File: src/hw/sensor_pkg.sv
`default_nettype none

package sensor_pkg;

    localparam logic [7:0] SENSOR_ADDR_WR  = 8'hAE;
    localparam logic [7:0] SENSOR_ADDR_RD  = 8'hAF;
    localparam logic [7:0] REG_FIFO_WR_PTR = 8'h04;
    localparam logic [7:0] REG_FIFO_RD_PTR = 8'h06;
    localparam logic [7:0] REG_FIFO_DATA   = 8'h07;

    localparam int BYTES_PER_SAMPLE = 3;

    typedef logic [4:0]  fifo_ptr_t;
    typedef logic [23:0] sample_data_t;

    typedef struct packed {
        logic         valid;
        fifo_ptr_t    index;
        sample_data_t data;
    } sample_t;

endpackage

`default_nettype wire

File: src/hw/i2c_pkg.sv
`default_nettype none

package i2c_pkg;

    // scl timing in system clocks
    localparam int SCL_HALF_CLKS   = 10;
    localparam int SCL_PERIOD_CLKS = 20;

    typedef logic [7:0] i2c_byte_t;

    typedef enum logic [1:0] {
        BIT_START,
        BIT_STOP,
        BIT_WRITE,
        BIT_READ
    } bit_op_e;

    typedef struct packed {
        bit_op_e op;
        logic    value;
    } bit_cmd_t;

    typedef enum logic [1:0] {
        BYTE_START,
        BYTE_STOP,
        BYTE_WRITE,
        BYTE_READ
    } byte_op_e;

    // ack = 1 sends ACK after a read byte, 0 sends NACK
    typedef struct packed {
        byte_op_e  op;
        i2c_byte_t data;
        logic      ack;
    } byte_cmd_t;

    typedef struct packed {
        logic rise;
        logic fall;
        logic mid_high;
        logic mid_low;
    } scl_phase_t;

endpackage

`default_nettype wire
File: src/hw/sensor_reader_top.sv
`timescale 1ns/1ps
`default_nettype none

module sensor_reader_top (
    input  logic                  clk,
    input  logic                  reset,
    input  logic                  i_start,
    input  logic                  i_sda,
    output logic                  o_scl,
    output logic                  o_sda,
    output logic                  o_sda_oe,
    output sensor_pkg::sample_t   o_sample,
    output sensor_pkg::fifo_ptr_t o_sample_count,
    output logic                  o_data_ready
);
    import i2c_pkg::*;

    scl_phase_t phase;
    logic       scl_run;
    logic       bit_valid;
    bit_cmd_t   bit_cmd;
    logic       bit_done;
    logic       rx_bit;
    logic       byte_valid;
    byte_cmd_t  byte_cmd;
    logic       byte_done;
    i2c_byte_t  rx_byte;
    logic       rx_ack;
    logic       data_byte_valid;
    i2c_byte_t  data_byte;

    scl_timer scl_timer_i (
        .clk     (clk),
        .reset   (reset),
        .i_run   (scl_run),
        .o_scl   (o_scl),
        .o_phase (phase)
    );

    bit_engine bit_engine_i (
        .clk         (clk),
        .reset       (reset),
        .i_cmd_valid (bit_valid),
        .i_cmd       (bit_cmd),
        .i_phase     (phase),
        .i_sda       (i_sda),
        .o_scl_run   (scl_run),
        .o_done      (bit_done),
        .o_rx_bit    (rx_bit),
        .o_sda       (o_sda),
        .o_sda_oe    (o_sda_oe)
    );

    // slave ack is recorded only, never acted upon
    byte_engine byte_engine_i (
        .clk         (clk),
        .reset       (reset),
        .i_cmd_valid (byte_valid),
        .i_cmd       (byte_cmd),
        .i_bit_done  (bit_done),
        .i_rx_bit    (rx_bit),
        .o_bit_valid (bit_valid),
        .o_bit_cmd   (bit_cmd),
        .o_done      (byte_done),
        .o_rx_byte   (rx_byte),
        .o_rx_ack    (rx_ack)
    );

    fifo_sequencer fifo_sequencer_i (
        .clk               (clk),
        .reset             (reset),
        .i_start           (i_start),
        .i_byte_done       (byte_done),
        .i_rx_byte         (rx_byte),
        .o_cmd_valid       (byte_valid),
        .o_cmd             (byte_cmd),
        .o_data_byte_valid (data_byte_valid),
        .o_data_byte       (data_byte),
        .o_sample_count    (o_sample_count),
        .o_data_ready      (o_data_ready)
    );

    // index restarts once the previous cycle has finished
    sample_assembler sample_assembler_i (
        .clk           (clk),
        .reset         (reset),
        .i_byte_valid  (data_byte_valid),
        .i_byte        (data_byte),
        .i_cycle_start (o_data_ready),
        .o_sample      (o_sample)
    );

endmodule

`default_nettype wire

File: src/hw/sample_assembler.sv
`timescale 1ns/1ps
`default_nettype none

module sample_assembler (
    input  logic                clk,
    input  logic                reset,
    input  logic                i_byte_valid,
    input  i2c_pkg::i2c_byte_t  i_byte,
    input  logic                i_cycle_start,
    output sensor_pkg::sample_t o_sample
);
    import sensor_pkg::*;

    logic [1:0]   byte_cnt;
    fifo_ptr_t    index;
    sample_data_t shift;

    always_ff @(posedge clk or posedge reset) begin
        if (reset) begin
            byte_cnt <= '0;
            index    <= '0;
            o_sample <= '0;
        end else begin
            o_sample.valid <= 1'b0;
            if (i_byte_valid) begin
                o_sample.data <= {shift[15:0], i_byte};
            end
            if (i_cycle_start) begin
                byte_cnt <= '0;
                index    <= '0;
            end else if (i_byte_valid) begin
                if (byte_cnt == 2'(BYTES_PER_SAMPLE - 1)) begin
                    byte_cnt       <= '0;
                    index          <= index + 5'd1;
                    o_sample.valid <= 1'b1;
                    o_sample.index <= index;
                end else begin
                    byte_cnt <= byte_cnt + 2'd1;
                end
            end
        end
    end

    // msb byte arrives first
    always_ff @(posedge clk) begin
        if (i_byte_valid) begin
            shift <= {shift[15:0], i_byte};
        end
    end

endmodule

`default_nettype wire

File: src/hw/fifo_sequencer.sv
`timescale 1ns/1ps
`default_nettype none

module fifo_sequencer (
    input  logic                 clk,
    input  logic                 reset,
    input  logic                 i_start,
    input  logic                 i_byte_done,
    input  i2c_pkg::i2c_byte_t   i_rx_byte,
    output logic                 o_cmd_valid,
    output i2c_pkg::byte_cmd_t   o_cmd,
    output logic                 o_data_byte_valid,
    output i2c_pkg::i2c_byte_t   o_data_byte,
    output sensor_pkg::fifo_ptr_t o_sample_count,
    output logic                 o_data_ready
);
    import i2c_pkg::*;
    import sensor_pkg::*;

    typedef enum logic [2:0] {
        S_IDLE,
        S_START,
        S_ADDR_WR,
        S_REG,
        S_RSTART,
        S_ADDR_RD,
        S_READ,
        S_STOP
    } state_e;

    typedef enum logic [1:0] {
        T_WR_PTR,
        T_RD_PTR,
        T_DATA
    } txn_e;

    state_e     state;
    state_e     next_state;
    txn_e       txn;
    txn_e       next_txn;
    fifo_ptr_t  wr_ptr_q;
    fifo_ptr_t  count_calc;
    logic [6:0] bytes_left;
    logic [6:0] next_left;

    function automatic byte_cmd_t cmd_for(state_e st, txn_e tx, logic [6:0] left);
        byte_cmd_t c;
        c.op   = BYTE_WRITE;
        c.data = '0;
        c.ack  = 1'b0;
        case (st)
            S_START, S_RSTART: c.op = BYTE_START;
            S_ADDR_WR: c.data = SENSOR_ADDR_WR;
            S_REG: begin
                if (tx == T_WR_PTR) begin
                    c.data = REG_FIFO_WR_PTR;
                end else if (tx == T_RD_PTR) begin
                    c.data = REG_FIFO_RD_PTR;
                end else begin
                    c.data = REG_FIFO_DATA;
                end
            end
            S_ADDR_RD: c.data = SENSOR_ADDR_RD;
            // pointer reads are single bytes, so always NACKed
            S_READ: begin
                c.op  = BYTE_READ;
                c.ack = (tx == T_DATA) && (left != 7'd1);
            end
            default: c.op = BYTE_STOP;
        endcase
        return c;
    endfunction

    // received byte is the read pointer when this is used
    assign count_calc = wr_ptr_q - fifo_ptr_t'(i_rx_byte[4:0]);

    always_comb begin
        next_state = S_IDLE;
        next_txn   = txn;
        next_left  = bytes_left;
        case (state)
            S_START:   next_state = S_ADDR_WR;
            S_ADDR_WR: next_state = S_REG;
            S_REG:     next_state = S_RSTART;
            S_RSTART:  next_state = S_ADDR_RD;
            S_ADDR_RD: next_state = S_READ;
            S_READ: begin
                if (txn == T_WR_PTR) begin
                    next_txn   = T_RD_PTR;
                    next_state = S_START;
                end else if (txn == T_RD_PTR) begin
                    next_txn   = T_DATA;
                    next_left  = 7'(count_calc) * 7'(BYTES_PER_SAMPLE);
                    next_state = (count_calc == '0) ? S_STOP : S_START;
                end else begin
                    next_left  = bytes_left - 7'd1;
                    next_state = (bytes_left == 7'd1) ? S_STOP : S_READ;
                end
            end
            default: next_state = S_IDLE;
        endcase
    end

    always_ff @(posedge clk or posedge reset) begin
        if (reset) begin
            state             <= S_IDLE;
            txn               <= T_WR_PTR;
            bytes_left        <= '0;
            wr_ptr_q          <= '0;
            o_sample_count    <= '0;
            o_cmd_valid       <= 1'b0;
            o_data_byte_valid <= 1'b0;
            o_data_ready      <= 1'b0;
        end else begin
            o_cmd_valid       <= 1'b0;
            o_data_byte_valid <= 1'b0;
            o_data_ready      <= 1'b0;
            if (state == S_IDLE) begin
                if (i_start) begin
                    state       <= S_START;
                    txn         <= T_WR_PTR;
                    o_cmd_valid <= 1'b1;
                end
            end else if (i_byte_done) begin
                state      <= next_state;
                txn        <= next_txn;
                bytes_left <= next_left;
                if (state == S_READ) begin
                    case (txn)
                        T_WR_PTR: wr_ptr_q          <= fifo_ptr_t'(i_rx_byte[4:0]);
                        T_RD_PTR: o_sample_count    <= count_calc;
                        default:  o_data_byte_valid <= 1'b1;
                    endcase
                end
                if (next_state == S_IDLE) begin
                    o_data_ready <= 1'b1;
                end else begin
                    o_cmd_valid <= 1'b1;
                end
            end
        end
    end

    always_ff @(posedge clk) begin
        if (state == S_IDLE) begin
            o_cmd <= cmd_for(S_START, T_WR_PTR, '0);
        end else if (i_byte_done) begin
            o_cmd       <= cmd_for(next_state, next_txn, next_left);
            o_data_byte <= i_rx_byte;
        end
    end

    a_one_cmd_in_flight: assert property (@(posedge clk) disable iff (reset)
        o_cmd_valid |=> (!o_cmd_valid until i_byte_done));

endmodule

`default_nettype wire

File: src/hw/byte_engine.sv
`timescale 1ns/1ps
`default_nettype none

module byte_engine (
    input  logic               clk,
    input  logic               reset,
    input  logic               i_cmd_valid,
    input  i2c_pkg::byte_cmd_t i_cmd,
    input  logic               i_bit_done,
    input  logic               i_rx_bit,
    output logic               o_bit_valid,
    output i2c_pkg::bit_cmd_t  o_bit_cmd,
    output logic               o_done,
    output i2c_pkg::i2c_byte_t o_rx_byte,
    output logic               o_rx_ack
);
    import i2c_pkg::*;

    byte_op_e  op_q;
    i2c_byte_t shift;
    logic [3:0] bit_cnt;
    logic      ack_q;
    logic      busy;
    logic      last;

    // bit idx 0..7 carries data, idx 8 the ack slot
    function automatic bit_cmd_t bit_for(byte_op_e op, i2c_byte_t data, logic [3:0] idx,
                                         logic ack);
        bit_cmd_t c;
        c.op    = BIT_READ;
        c.value = 1'b1;
        case (op)
            BYTE_START: c.op = BIT_START;
            BYTE_STOP:  c.op = BIT_STOP;
            BYTE_WRITE: begin
                if (idx < 4'd8) begin
                    c.op    = BIT_WRITE;
                    c.value = data[7];
                end
            end
            default: begin
                if (idx == 4'd8) begin
                    c.op    = BIT_WRITE;
                    c.value = !ack;
                end
            end
        endcase
        return c;
    endfunction

    assign last   = (op_q inside {BYTE_START, BYTE_STOP}) || (bit_cnt == 4'd8);
    assign o_done = busy & i_bit_done & last;

    always_ff @(posedge clk or posedge reset) begin
        if (reset) begin
            busy        <= 1'b0;
            op_q        <= BYTE_STOP;
            bit_cnt     <= '0;
            o_bit_valid <= 1'b0;
            o_rx_ack    <= 1'b1;
        end else begin
            o_bit_valid <= 1'b0;
            if (i_cmd_valid && !busy) begin
                busy        <= 1'b1;
                op_q        <= i_cmd.op;
                bit_cnt     <= '0;
                o_bit_valid <= 1'b1;
            end else if (busy && i_bit_done) begin
                if (last) begin
                    busy <= 1'b0;
                    if (op_q == BYTE_WRITE) begin
                        o_rx_ack <= i_rx_bit;
                    end
                end else begin
                    bit_cnt     <= bit_cnt + 4'd1;
                    o_bit_valid <= 1'b1;
                end
            end
        end
    end

    always_ff @(posedge clk) begin
        if (i_cmd_valid && !busy) begin
            shift     <= i_cmd.data;
            ack_q     <= i_cmd.ack;
            o_bit_cmd <= bit_for(i_cmd.op, i_cmd.data, 4'd0, i_cmd.ack);
        end else if (busy && i_bit_done && !last) begin
            shift     <= {shift[6:0], i_rx_bit};
            o_bit_cmd <= bit_for(op_q, {shift[6:0], i_rx_bit}, bit_cnt + 4'd1, ack_q);
            if (bit_cnt == 4'd7) begin
                o_rx_byte <= {shift[6:0], i_rx_bit};
            end
        end
    end

    a_no_cmd_busy: assert property (@(posedge clk) disable iff (reset)
        i_cmd_valid |-> !busy);

endmodule

`default_nettype wire

File: src/hw/bit_engine.sv
`timescale 1ns/1ps
`default_nettype none

module bit_engine (
    input  logic                clk,
    input  logic                reset,
    input  logic                i_cmd_valid,
    input  i2c_pkg::bit_cmd_t   i_cmd,
    input  i2c_pkg::scl_phase_t i_phase,
    input  logic                i_sda,
    output logic                o_scl_run,
    output logic                o_done,
    output logic                o_rx_bit,
    output logic                o_sda,
    output logic                o_sda_oe
);
    import i2c_pkg::*;

    bit_op_e op_q;
    logic    value_q;
    logic    busy;
    // bus owned from start until stop, keeps scl running between bits
    logic    hold;
    logic    scl_hi;

    assign o_scl_run = i_cmd_valid | busy | hold;
    assign o_done    = busy & i_phase.fall;

    always_ff @(posedge clk or posedge reset) begin
        if (reset) begin
            busy     <= 1'b0;
            hold     <= 1'b0;
            op_q     <= BIT_STOP;
            value_q  <= 1'b1;
            o_sda    <= 1'b1;
            o_sda_oe <= 1'b0;
            o_rx_bit <= 1'b0;
            scl_hi   <= 1'b0;
        end else begin
            if (i_cmd_valid && !busy) begin
                busy    <= 1'b1;
                op_q    <= i_cmd.op;
                value_q <= i_cmd.value;
                if (i_cmd.op == BIT_START) begin
                    hold <= 1'b1;
                end
            end

            if (busy && i_phase.mid_low) begin
                case (op_q)
                    BIT_START: begin
                        o_sda_oe <= 1'b1;
                        o_sda    <= 1'b1;
                    end
                    BIT_STOP: begin
                        o_sda_oe <= 1'b1;
                        o_sda    <= 1'b0;
                    end
                    BIT_WRITE: begin
                        o_sda_oe <= 1'b1;
                        o_sda    <= value_q;
                    end
                    default: begin
                        o_sda_oe <= 1'b0;
                        o_sda    <= 1'b1;
                    end
                endcase
            end

            if (busy && i_phase.mid_high) begin
                case (op_q)
                    BIT_START: o_sda    <= 1'b0;
                    BIT_STOP:  o_sda    <= 1'b1;
                    BIT_READ:  o_rx_bit <= i_sda;
                    default:   o_rx_bit <= o_rx_bit;
                endcase
            end

            if (busy && i_phase.fall) begin
                busy <= 1'b0;
                if (op_q == BIT_STOP) begin
                    hold     <= 1'b0;
                    o_sda_oe <= 1'b0;
                end
            end

            if (i_phase.rise) begin
                scl_hi <= 1'b1;
            end else if (i_phase.fall) begin
                scl_hi <= 1'b0;
            end
        end
    end

    // data bits may only move while scl is low
    a_sda_stable_high: assert property (@(posedge clk) disable iff (reset)
        (scl_hi && $changed(o_sda_oe && !o_sda)) |-> (op_q inside {BIT_START, BIT_STOP}));

endmodule

`default_nettype wire

File: src/hw/scl_timer.sv
`timescale 1ns/1ps
`default_nettype none

module scl_timer (
    input  logic                clk,
    input  logic                reset,
    input  logic                i_run,
    output logic                o_scl,
    output i2c_pkg::scl_phase_t o_phase
);
    import i2c_pkg::*;

    logic [4:0] cnt;
    logic [4:0] cnt_next;

    assign cnt_next = (cnt == 5'(SCL_PERIOD_CLKS - 1)) ? 5'd0 : cnt + 5'd1;

    always_ff @(posedge clk or posedge reset) begin
        if (reset) begin
            cnt   <= '0;
            o_scl <= 1'b1;
        end else if (!i_run) begin
            cnt   <= '0;
            o_scl <= 1'b1;
        end else begin
            cnt   <= cnt_next;
            o_scl <= (cnt_next >= 5'(SCL_HALF_CLKS));
        end
    end

    // strobes mark the cycle before each edge or midpoint
    assign o_phase.mid_low  = i_run && (cnt == 5'(SCL_HALF_CLKS / 2 - 1));
    assign o_phase.rise     = i_run && (cnt == 5'(SCL_HALF_CLKS - 1));
    assign o_phase.mid_high = i_run && (cnt == 5'(SCL_HALF_CLKS + SCL_HALF_CLKS / 2 - 1));
    assign o_phase.fall     = i_run && (cnt == 5'(SCL_PERIOD_CLKS - 1));

endmodule

`default_nettype wire

File: config.mk
export PLATFORM = sky130hd
export DESIGN_NAME = sensor_reader_top
export DESIGN_NICKNAME = d
export VERILOG_FILES = /design/src/hw/sensor_pkg.sv /design/src/hw/i2c_pkg.sv /design/src/hw/sensor_reader_top.sv /design/src/hw/sample_assembler.sv /design/src/hw/fifo_sequencer.sv /design/src/hw/byte_engine.sv /design/src/hw/bit_engine.sv /design/src/hw/scl_timer.sv
export SDC_FILE = /design/constraint.sdc
export NUM_CORES = 1
export LEC_CHECK = 0
export BUFFER_PORTS_ARGS = -buffer_cell sky130_fd_sc_hd__buf_2
export CORE_MARGIN = 4
export CORE_UTILIZATION = 40
export DETAILED_ROUTE_END_ITERATION = 6
export RECOVER_POWER = 25
export REMOVE_ABC_BUFFERS = 1
export SLEW_MARGIN = 40
export SYNTH_ARGS = -nofsm -noshare
export SYNTH_HDL_FRONTEND = slang
export SYNTH_SLANG_ARGS = --single-unit
File: constraint.sdc
create_clock -name clk -period 6.1 [get_ports clk]
set_input_delay 0.305 -clock clk [delete_from_list [all_inputs] [get_ports clk]]
set_output_delay 0.305 -clock clk [all_outputs]
set_load 0.1 [all_outputs]
==> summary.md, run 1 <==
| Metric | Value |
|---|---|
| Most common cell in the netlist | `dfrtp_1` |
| Worst Path Arrival | `3.68 ns` |
| Worst vdd ir | `between 0.00015 and 0.0002 V` |
| Die height | `~130 µm` |
| Layout cells sized above 1 | `between 20% and 30%` |
| Synth Warn # | `0` |
| CTS tree | `built` |
| Vias in the first global route | `about 4200` |
| Num CTS Buffers | `17` |
| Synth area leaders | `dfrtp_1, edfxtp_1, mux2_2` |
| Async set-reset flop share out of synthesis | `around 63%` |
| Max Cap Violations | `1` |
| DRT iter0 DRCs | `273` |
| GRT overflow | `0` |
| Synth Instances | `around 540` |
| Hold path startpoint | `i_sda` |
| Ys flop type | `dfrtp_1` |
| Setup repair bufs after CTS | `0` |
| H-tree levels | `4` |
| Drt via density | `~5.2` |
| Finished Layout Cells | `between 700 and 800` |
| Avg Cell Area, Syn | `~11 µm²` |
| Pins over their slew limit | `44` |
| Synth area leader | `dfrtp_1` |
| Initial antenna violation count | `0` |
| Clock period minus worst slack | `about 3.4 ns` |
| Final wirelength | `11400 µm` |
| Final Wtd Congestion | `0.844` |
| N_diodes | `0` |
| Hold Path Class | `primary input to flop` |
| Post-synth EDFFs | `43` |
| Leak | `between 3 and 4 nW` |
| Cell variety after synth | `between 60 and 70` |
| Run status | `finished with violations` |
| Number of antenna-violating nets in the routed design | `0` |
| Cts repair resizes | `0` |
| Boundary pin count | `43` |
| RSZ-0062 raised after global routing | `no` |
| DP Cell Count | `~760` |
| Residual DRC | `0` |
| Die Wd | `about 130 µm` |
| Fillers | `1373` |
| Final WS setup | `2.72 ns` |
| Max incr delay on CP | `between 1.5 and 2 ns` |
| Critical Path Source Type | `flop` |
| Critical path, cell by cell | `clkbuf_1 -> nand2_1 -> or2_2 -> nor2_1 -> mux2_2` |
| Core area | `between 15000 and 20000 µm²` |
| Yosys top cell area share | `32.1%` |
| Reg2reg end | `sample_assembler_i.o_sample[25]` |
| Routed WL per cell | `between 10 and 15 µm` |
| Worst-path clk slew | `~0.050 ns` |
| Fin crit share | `55.5%` |
| First drt pass iteration count | `4` |
| Die area | `between 15000 and 20000 µm²` |
| Worst Hold Path EP | `bit_engine_i.o_rx_bit` |
| Layout Utilization | `a little under half` |
| First-pass GRT wire length | `between 20000 and 25000 µm` |
| Tot GR Track Use | `14.0%` |
| Mapped cell area | `~6000 µm²` |
| Root Buffer | `clkbuf_16` |
| Hold_ws | `0.129 ns` |
| Clk buf depth | `2` |
| Number of synthesized register bits | `134` |
| Failing checks | `max-capacitance violations, max-slew violations` |
| P&R area growth vs syn | `15.6%` |
| Final setup viols | `0` |
| Pwr Density | `272 nW/µm²` |
| Max Clock Freq | `between 0.2 and 0.3 GHz` |
| Starting Density | `between 40% and 50%` |
| Relative slew margins | `-45.3%` |
| Worst-path fanout max | `43` |
| Worst Tran Pin Value | `2.18 ns` |
| Clk sinks | `approximately 130` |
| Slowest cell on crit path | `clkbuf_1` |
| Crit end category | `flop` |
| Reg2reg path depth | `5` |
| Fin nets | `slightly above 600` |
| Worst Path Class, Setup | `flop to flop` |
| Vias post-DR | `4105` |
| Setup TNS | `0 ns` |
| Critical Path RT | `approximately 6.4 ns` |
| Pre-CTS WS | `approximately 3.0 ns` |
| Sequential element share of the synthesized area | `between 50% and 60%` |
| Reg2reg start | `fifo_sequencer_i.o_data_byte_valid` |
| Largest net degree at the start of global routing | `just over 60` |
| Synth top cells by count | `dfrtp_1, nand2_1, edfxtp_1, nor2_1, mux2_2` |
| Final Skew | `0.00614 ns` |
| # port buffers | `42` |
| Skew-Pair Late Insertion Delay | `around 0.41 ns` |
| HPWL after detailed placement | `a little under 8000 µm` |
| Hold path depth | `2` |
| Row cnt | `45` |
| R2R setup slack | `approximately 2.7 ns` |
| Final hold vios | `0` |
==> state kept, by name, indices dropped and copies added, names as in the netlist, 3 cells and up <==
signal / count
byte_engine_i.o_rx_byte: 8
sample_assembler_i.shift: 16
fifo_sequencer_i.wr_ptr_q: 5
fifo_sequencer_i.o_data_byte: 8
fifo_sequencer_i.o_sample_count: 5
sample_assembler_i.o_sample: 30
fifo_sequencer_i.state: 3
byte_engine_i.o_bit_cmd: 3
sample_assembler_i.index: 5
scl_timer_i.cnt: 5
fifo_sequencer_i.o_cmd: 7
fifo_sequencer_i.bytes_left: 7
byte_engine_i.bit_cnt: 4
byte_engine_i.shift: 7
==> cells in the final DEF (no fill, tap or decap), types with 8 or more instances in the layout <==
master     instances
a21oi_1           30
buf_2             42
clkbuf_16         17
dfrtp_1           78
edfxtp_1          43
ha_1              24
inv_1             29
mux2_2            32
nand2_1           66
nand3_1           10
nor2_1            43
nor2b_1            9
nor3_1            13
o21ai_0           28
o21ai_1           11
xnor2_1            8
==> critical path: cells and delay by family (launching register included) <==
family	cells	cell delay (ns)
multiplexers	1	0.39
AND/OR/NAND/NOR	3	0.98
flip-flops	1	0.33
buffers and inverters	1	1.55
==> power breakdown <==
part / switching, W / internal (W) / total, W
clock: 0.000364 / 0.000639 / 0.00100
combinational: 0.0000112 / 0.00000217 / 0.0000133
sequential: 0.000000594 / 0.000924 / 0.000925
==> layer usage <==
layer	part of all wire, %	GRT usage [%]	vias to the layer above
li1	-	-	1994
met1	46	17.9	2005
met2	48	22.2	83
met3	4.7	4.66	23
met4	1.8	5.31	0
met5	0	0	-
==> per-stage QoR <==
stage,power [W],cell area [µm²]
3_3_place_gp,0.000955,6540
6_report,0.00194,7130
5_1_grt,0.00201,7130
3_5_place_dp,0.000955,6540
4_1_cts,0.00196,7120
2_1_floorplan,0.000950,6060
==> worst max-delay path by stage <==
stage | from | slack, ns | end | depth (start not counted)
after CTS | fifo_sequencer_i.wr_ptr_q[0] | 2.96 | fifo_sequencer_i.o_cmd[0] | 13
final | fifo_sequencer_i.o_data_byte_valid | 2.72 | sample_assembler_i.o_sample[25] | 5
after detailed placement | fifo_sequencer_i.wr_ptr_q[0] | 2.96 | fifo_sequencer_i.o_cmd[0] | 13
after global routing | fifo_sequencer_i.o_data_byte_valid | 2.31 | sample_assembler_i.o_sample[25] | 5
after floorplan | fifo_sequencer_i.wr_ptr_q[0] | 3.29 | fifo_sequencer_i.o_cmd[0] | 13
after global placement | fifo_sequencer_i.wr_ptr_q[0] | 3.12 | fifo_sequencer_i.o_cmd[0] | 13
==> cell type report <==
cell class / instances / area (µm²) / area share, %
Inverter: 30 / 114 / 1.60
Multi-Input combinational cell: 357 / 2410 / 33.8
Sequential cell: 134 / 3540 / 49.7
Timing Repair Buffer: 47 / 250 / 3.51
Tap cell: 188 / 235 / 3.30
Clock buffer: 22 / 444 / 6.23
Clock inverter: 10 / 130 / 1.83
==> logic make-up (layout without fill, tap and decap cells) <==
kind of cell,count (synthesis),after routing,share of synthesized area (%)
mux,39,39,7.06
compound gates,104,104,10.7
xor+xnor,15,15,2.13
buf+inv,52,109,3.49
fa+ha+maj,27,27,5.72
simple gates,172,172,13.5
flops,134,134,57.4
==> what timing repair did <==
action,CTS,global route
endpoints found under the hold margin,23,0
hold buffers,1,0
setup endpoints to repair,0,0
Note: power is estimated with default switching activity, not from simulation.
==> run 2: changes to the inputs <==
==> constraint.sdc (replaced) <==
create_clock -name clk -period 2.9 [get_ports clk]
set_input_delay 0.145 -clock clk [delete_from_list [all_inputs] [get_ports clk]]
set_output_delay 0.145 -clock clk [all_outputs]
set_load 0.1 [all_outputs]
==> run 2 against run 1 <==
Power increased by 110%. Largest cell class unchanged. Setup slack worse by 2.7 ns. Sequential power grew 110%. Fmax is 18% higher. Sequential share of layout area is 1.3 points lower. Highest routed layer unchanged. Critical path depth rose by 8. Die area unchanged. The flow still finishes with violations (max-capacitance violations, max-slew violations). Non-clock buffer count rose by 20.
==> summary.md, run 2 (synthesized netlist as in run 1, its figures left out) <==
| Metric | Value |
|---|---|
| Run status | `finished with violations` |
| Failing checks | `max-capacitance violations, max-slew violations` |
| Core area | `15100 µm²` |
| GRT overflow | `0` |
| Final wirelength | `11800 µm` |
| N_diodes | `0` |
| Reg area | `3540 µm²` |
| DP Cell Count | `about 770` |
| Hold path depth | `3` |
| Layout Utilization | `between 40% and 50%` |
| Relative slew margins | `-21.3%` |
| Critical path, cell by cell | `inv_1 -> ha_2 -> inv_2 -> fa_2 -> ha_4 -> inv_2 -> fa_2 -> nand2_1 -> o21ai_1 -> nor3b_2 -> o211ai_1 -> a311oi_1 -> a311oi_1` |
| Final Skew | `roughly 0.0071 ns` |
| Most frequent cells in the layout | `dfrtp_1, nand2_1, nor2_1, edfxtp_1, buf_2` |
| H-tree levels | `4` |
| CTS tree | `built` |
| DRT iter0 DRCs | `roughly 260` |
| Worst vdd ir | `0.000446 V` |
| RSZ-0062 raised after global routing | `yes` |
| Crit end category | `flop` |
| Crit. path cell count | `13` |
| Clock period minus worst slack | `2.88 ns` |
| Worst Path Arrival | `between 3 and 4 ns` |
| HPWL after detailed placement | `approximately 8200 µm` |
| Top reg by flops | `sample_assembler_i.o_sample` |
| First drt pass iteration count | `5` |
| Critical Path Source Type | `flop` |
| Worst Tran Pin Value | `between 1.5 and 2 ns` |
| Clk buf depth | `2` |
| Tot GR Track Use | `approximately 14%` |
| Boundary pin count | `43` |
| Routed WL per cell | `between 10 and 15 µm` |
| Layout cells sized above 1 | `24.7%` |
| Leak | `roughly 3.3 nW` |
| Die area | `17500 µm²` |
| Largest net degree at the start of global routing | `45` |
| Max Cap Violations | `1` |
| Most common cell after layout, fill and taps aside | `dfrtp_1` |
| Skew-Pair Late Insertion Delay | `0.41 ns` |
| Row cnt | `45` |
| Max incr delay on CP | `0.58 ns` |
| Critical path's top delay family | `adder cells` |
| Fillers | `1340` |
| Final Wtd Congestion | `between 0.8 and 0.9` |
| Setup TNS | `0 ns` |
| Worst Path Buf+Inv | `3` |
| # port buffers | `42` |
| Vias in the first global route | `roughly 4100` |
| Clk sinks | `around 130` |
| Fin nets | `around 640` |
| Pwr Density | `approximately 560 nW/µm²` |
| Vias post-DR | `slightly above 4000` |
| Starting Density | `40.7%` |
| Post-layout power | `a little over 0.004 W` |
| Finished Layout Cells | `about 810` |
| Pins over their slew limit | `42` |
| Final setup viols | `0` |
| Final hold vios | `0` |
| Num CTS Buffers | `17` |
| Die Wd | `approximately 130 µm` |
| Number of antenna-violating nets in the routed design | `0` |
| Worst-path clk slew | `roughly 0.06 ns` |
| Pre-CTS WS | `-0.0513 ns` |
| Slowest cell on crit path | `fa_2` |
| Final WS setup | `0.0215 ns` |
| Fin crit share | `~99%` |
| Max Clock Freq | `between 0.3 and 0.4 GHz` |
| Initial antenna violation count | `0` |
| Multi-input gate area in the final layout | `around 2400 µm²` |
| Reg2reg path depth | `13` |
| Root Buffer | `clkbuf_16` |
| Die height | `approximately 130 µm` |
| Hold Path Class | `primary input to flop` |
| Residual DRC | `0` |
| Max reg flops | `30` |
| Critical Path RT | `~3.2 ns` |
| Worst-path fanout max | `3` |
| Drt via density | `5.13` |
| Largest regs | `sample_assembler_i.o_sample: 30 flops, sample_assembler_i.shift: 16 flops` |
| Worst Path Class, Setup | `flop to flop` |
| First-pass GRT wire length | `just over 20000 µm` |
| P&R area growth vs syn | `18.7%` |
-- run 2: cell count changes in the layout (fill, tap and decap cells not counted), sizes merged --
cell,before,now
buf,45,64
clkbuf,23,24
dlygate4sd3,1,2
inv,30,29
-- run 2: what timing repair did --
item	4_1_cts	5_1_grt
gates resized for setup	10	0
hold buffers	2	0
buffers inserted	6	0
hold endpoints to repair	36	0
pin swaps	5	3
setup endpoints to repair	1	2
-- run 2: layout make-up --
type	count	share of cell area (%)
Sequential cell	134	48.4
Multi-Input combinational cell	357	33.3
Clock buffer	23	6.26
Timing Repair Buffer	67	5.47
Tap cell	188	3.22
Clock inverter	9	1.73
Inverter	30	1.56
-- run 2: where the power goes --
group | switching, W | internal (W)
Sequential | 0.00000129 | 0.00194
Clock | 0.000767 | 0.00137
Combinational | 0.0000240 | 0.00000456
-- run 2: path summary, 6_finish.rpt --
path | start | end | slack (ns)
max in group asynchronous | reset | sample_assembler_i.o_sample[20] | 0.49
setup reg to reg | fifo_sequencer_i.wr_ptr_q[0] | fifo_sequencer_i.o_cmd[0] | 0.02
hold reg to reg | byte_engine_i.o_rx_byte[6] | fifo_sequencer_i.o_data_byte[6] | 0.42
hold / removal | i_start | fifo_sequencer_i.o_cmd_valid | 0.03
setup / recovery | fifo_sequencer_i.wr_ptr_q[0] | fifo_sequencer_i.o_cmd[0] | 0.02
min in group asynchronous | reset | scl_timer_i.cnt[4] | 0.73
-- run 2: worst min-delay path, cell delays in order --
cell and delay, ns:
buf_2 0.10, nand2_1 0.08, nand2_1 0.07
-- run 2: metal layers --
| metal | GRT usage (%) | routed length, µm | vias to the layer above |
|---|---|---|---|
| li1 | - | - | 2037 |
| met1 | 18.8 | 5570 | 2031 |
| met2 | 22.5 | 5740 | 66 |
| met3 | 3.70 | 394 | 10 |
| met4 | 5.13 | 124 | 0 |
| met5 | 0 | 0 | - |
-- run 2: stage by stage --
stage,instance area (µm²),hold WS (ns)
after floorplan,6060,0.286
after global placement,6650,0.280
after detailed placement,6650,0.294
after CTS,7330,0.0191
after global routing,7310,0.0669
final,7310,0.0255
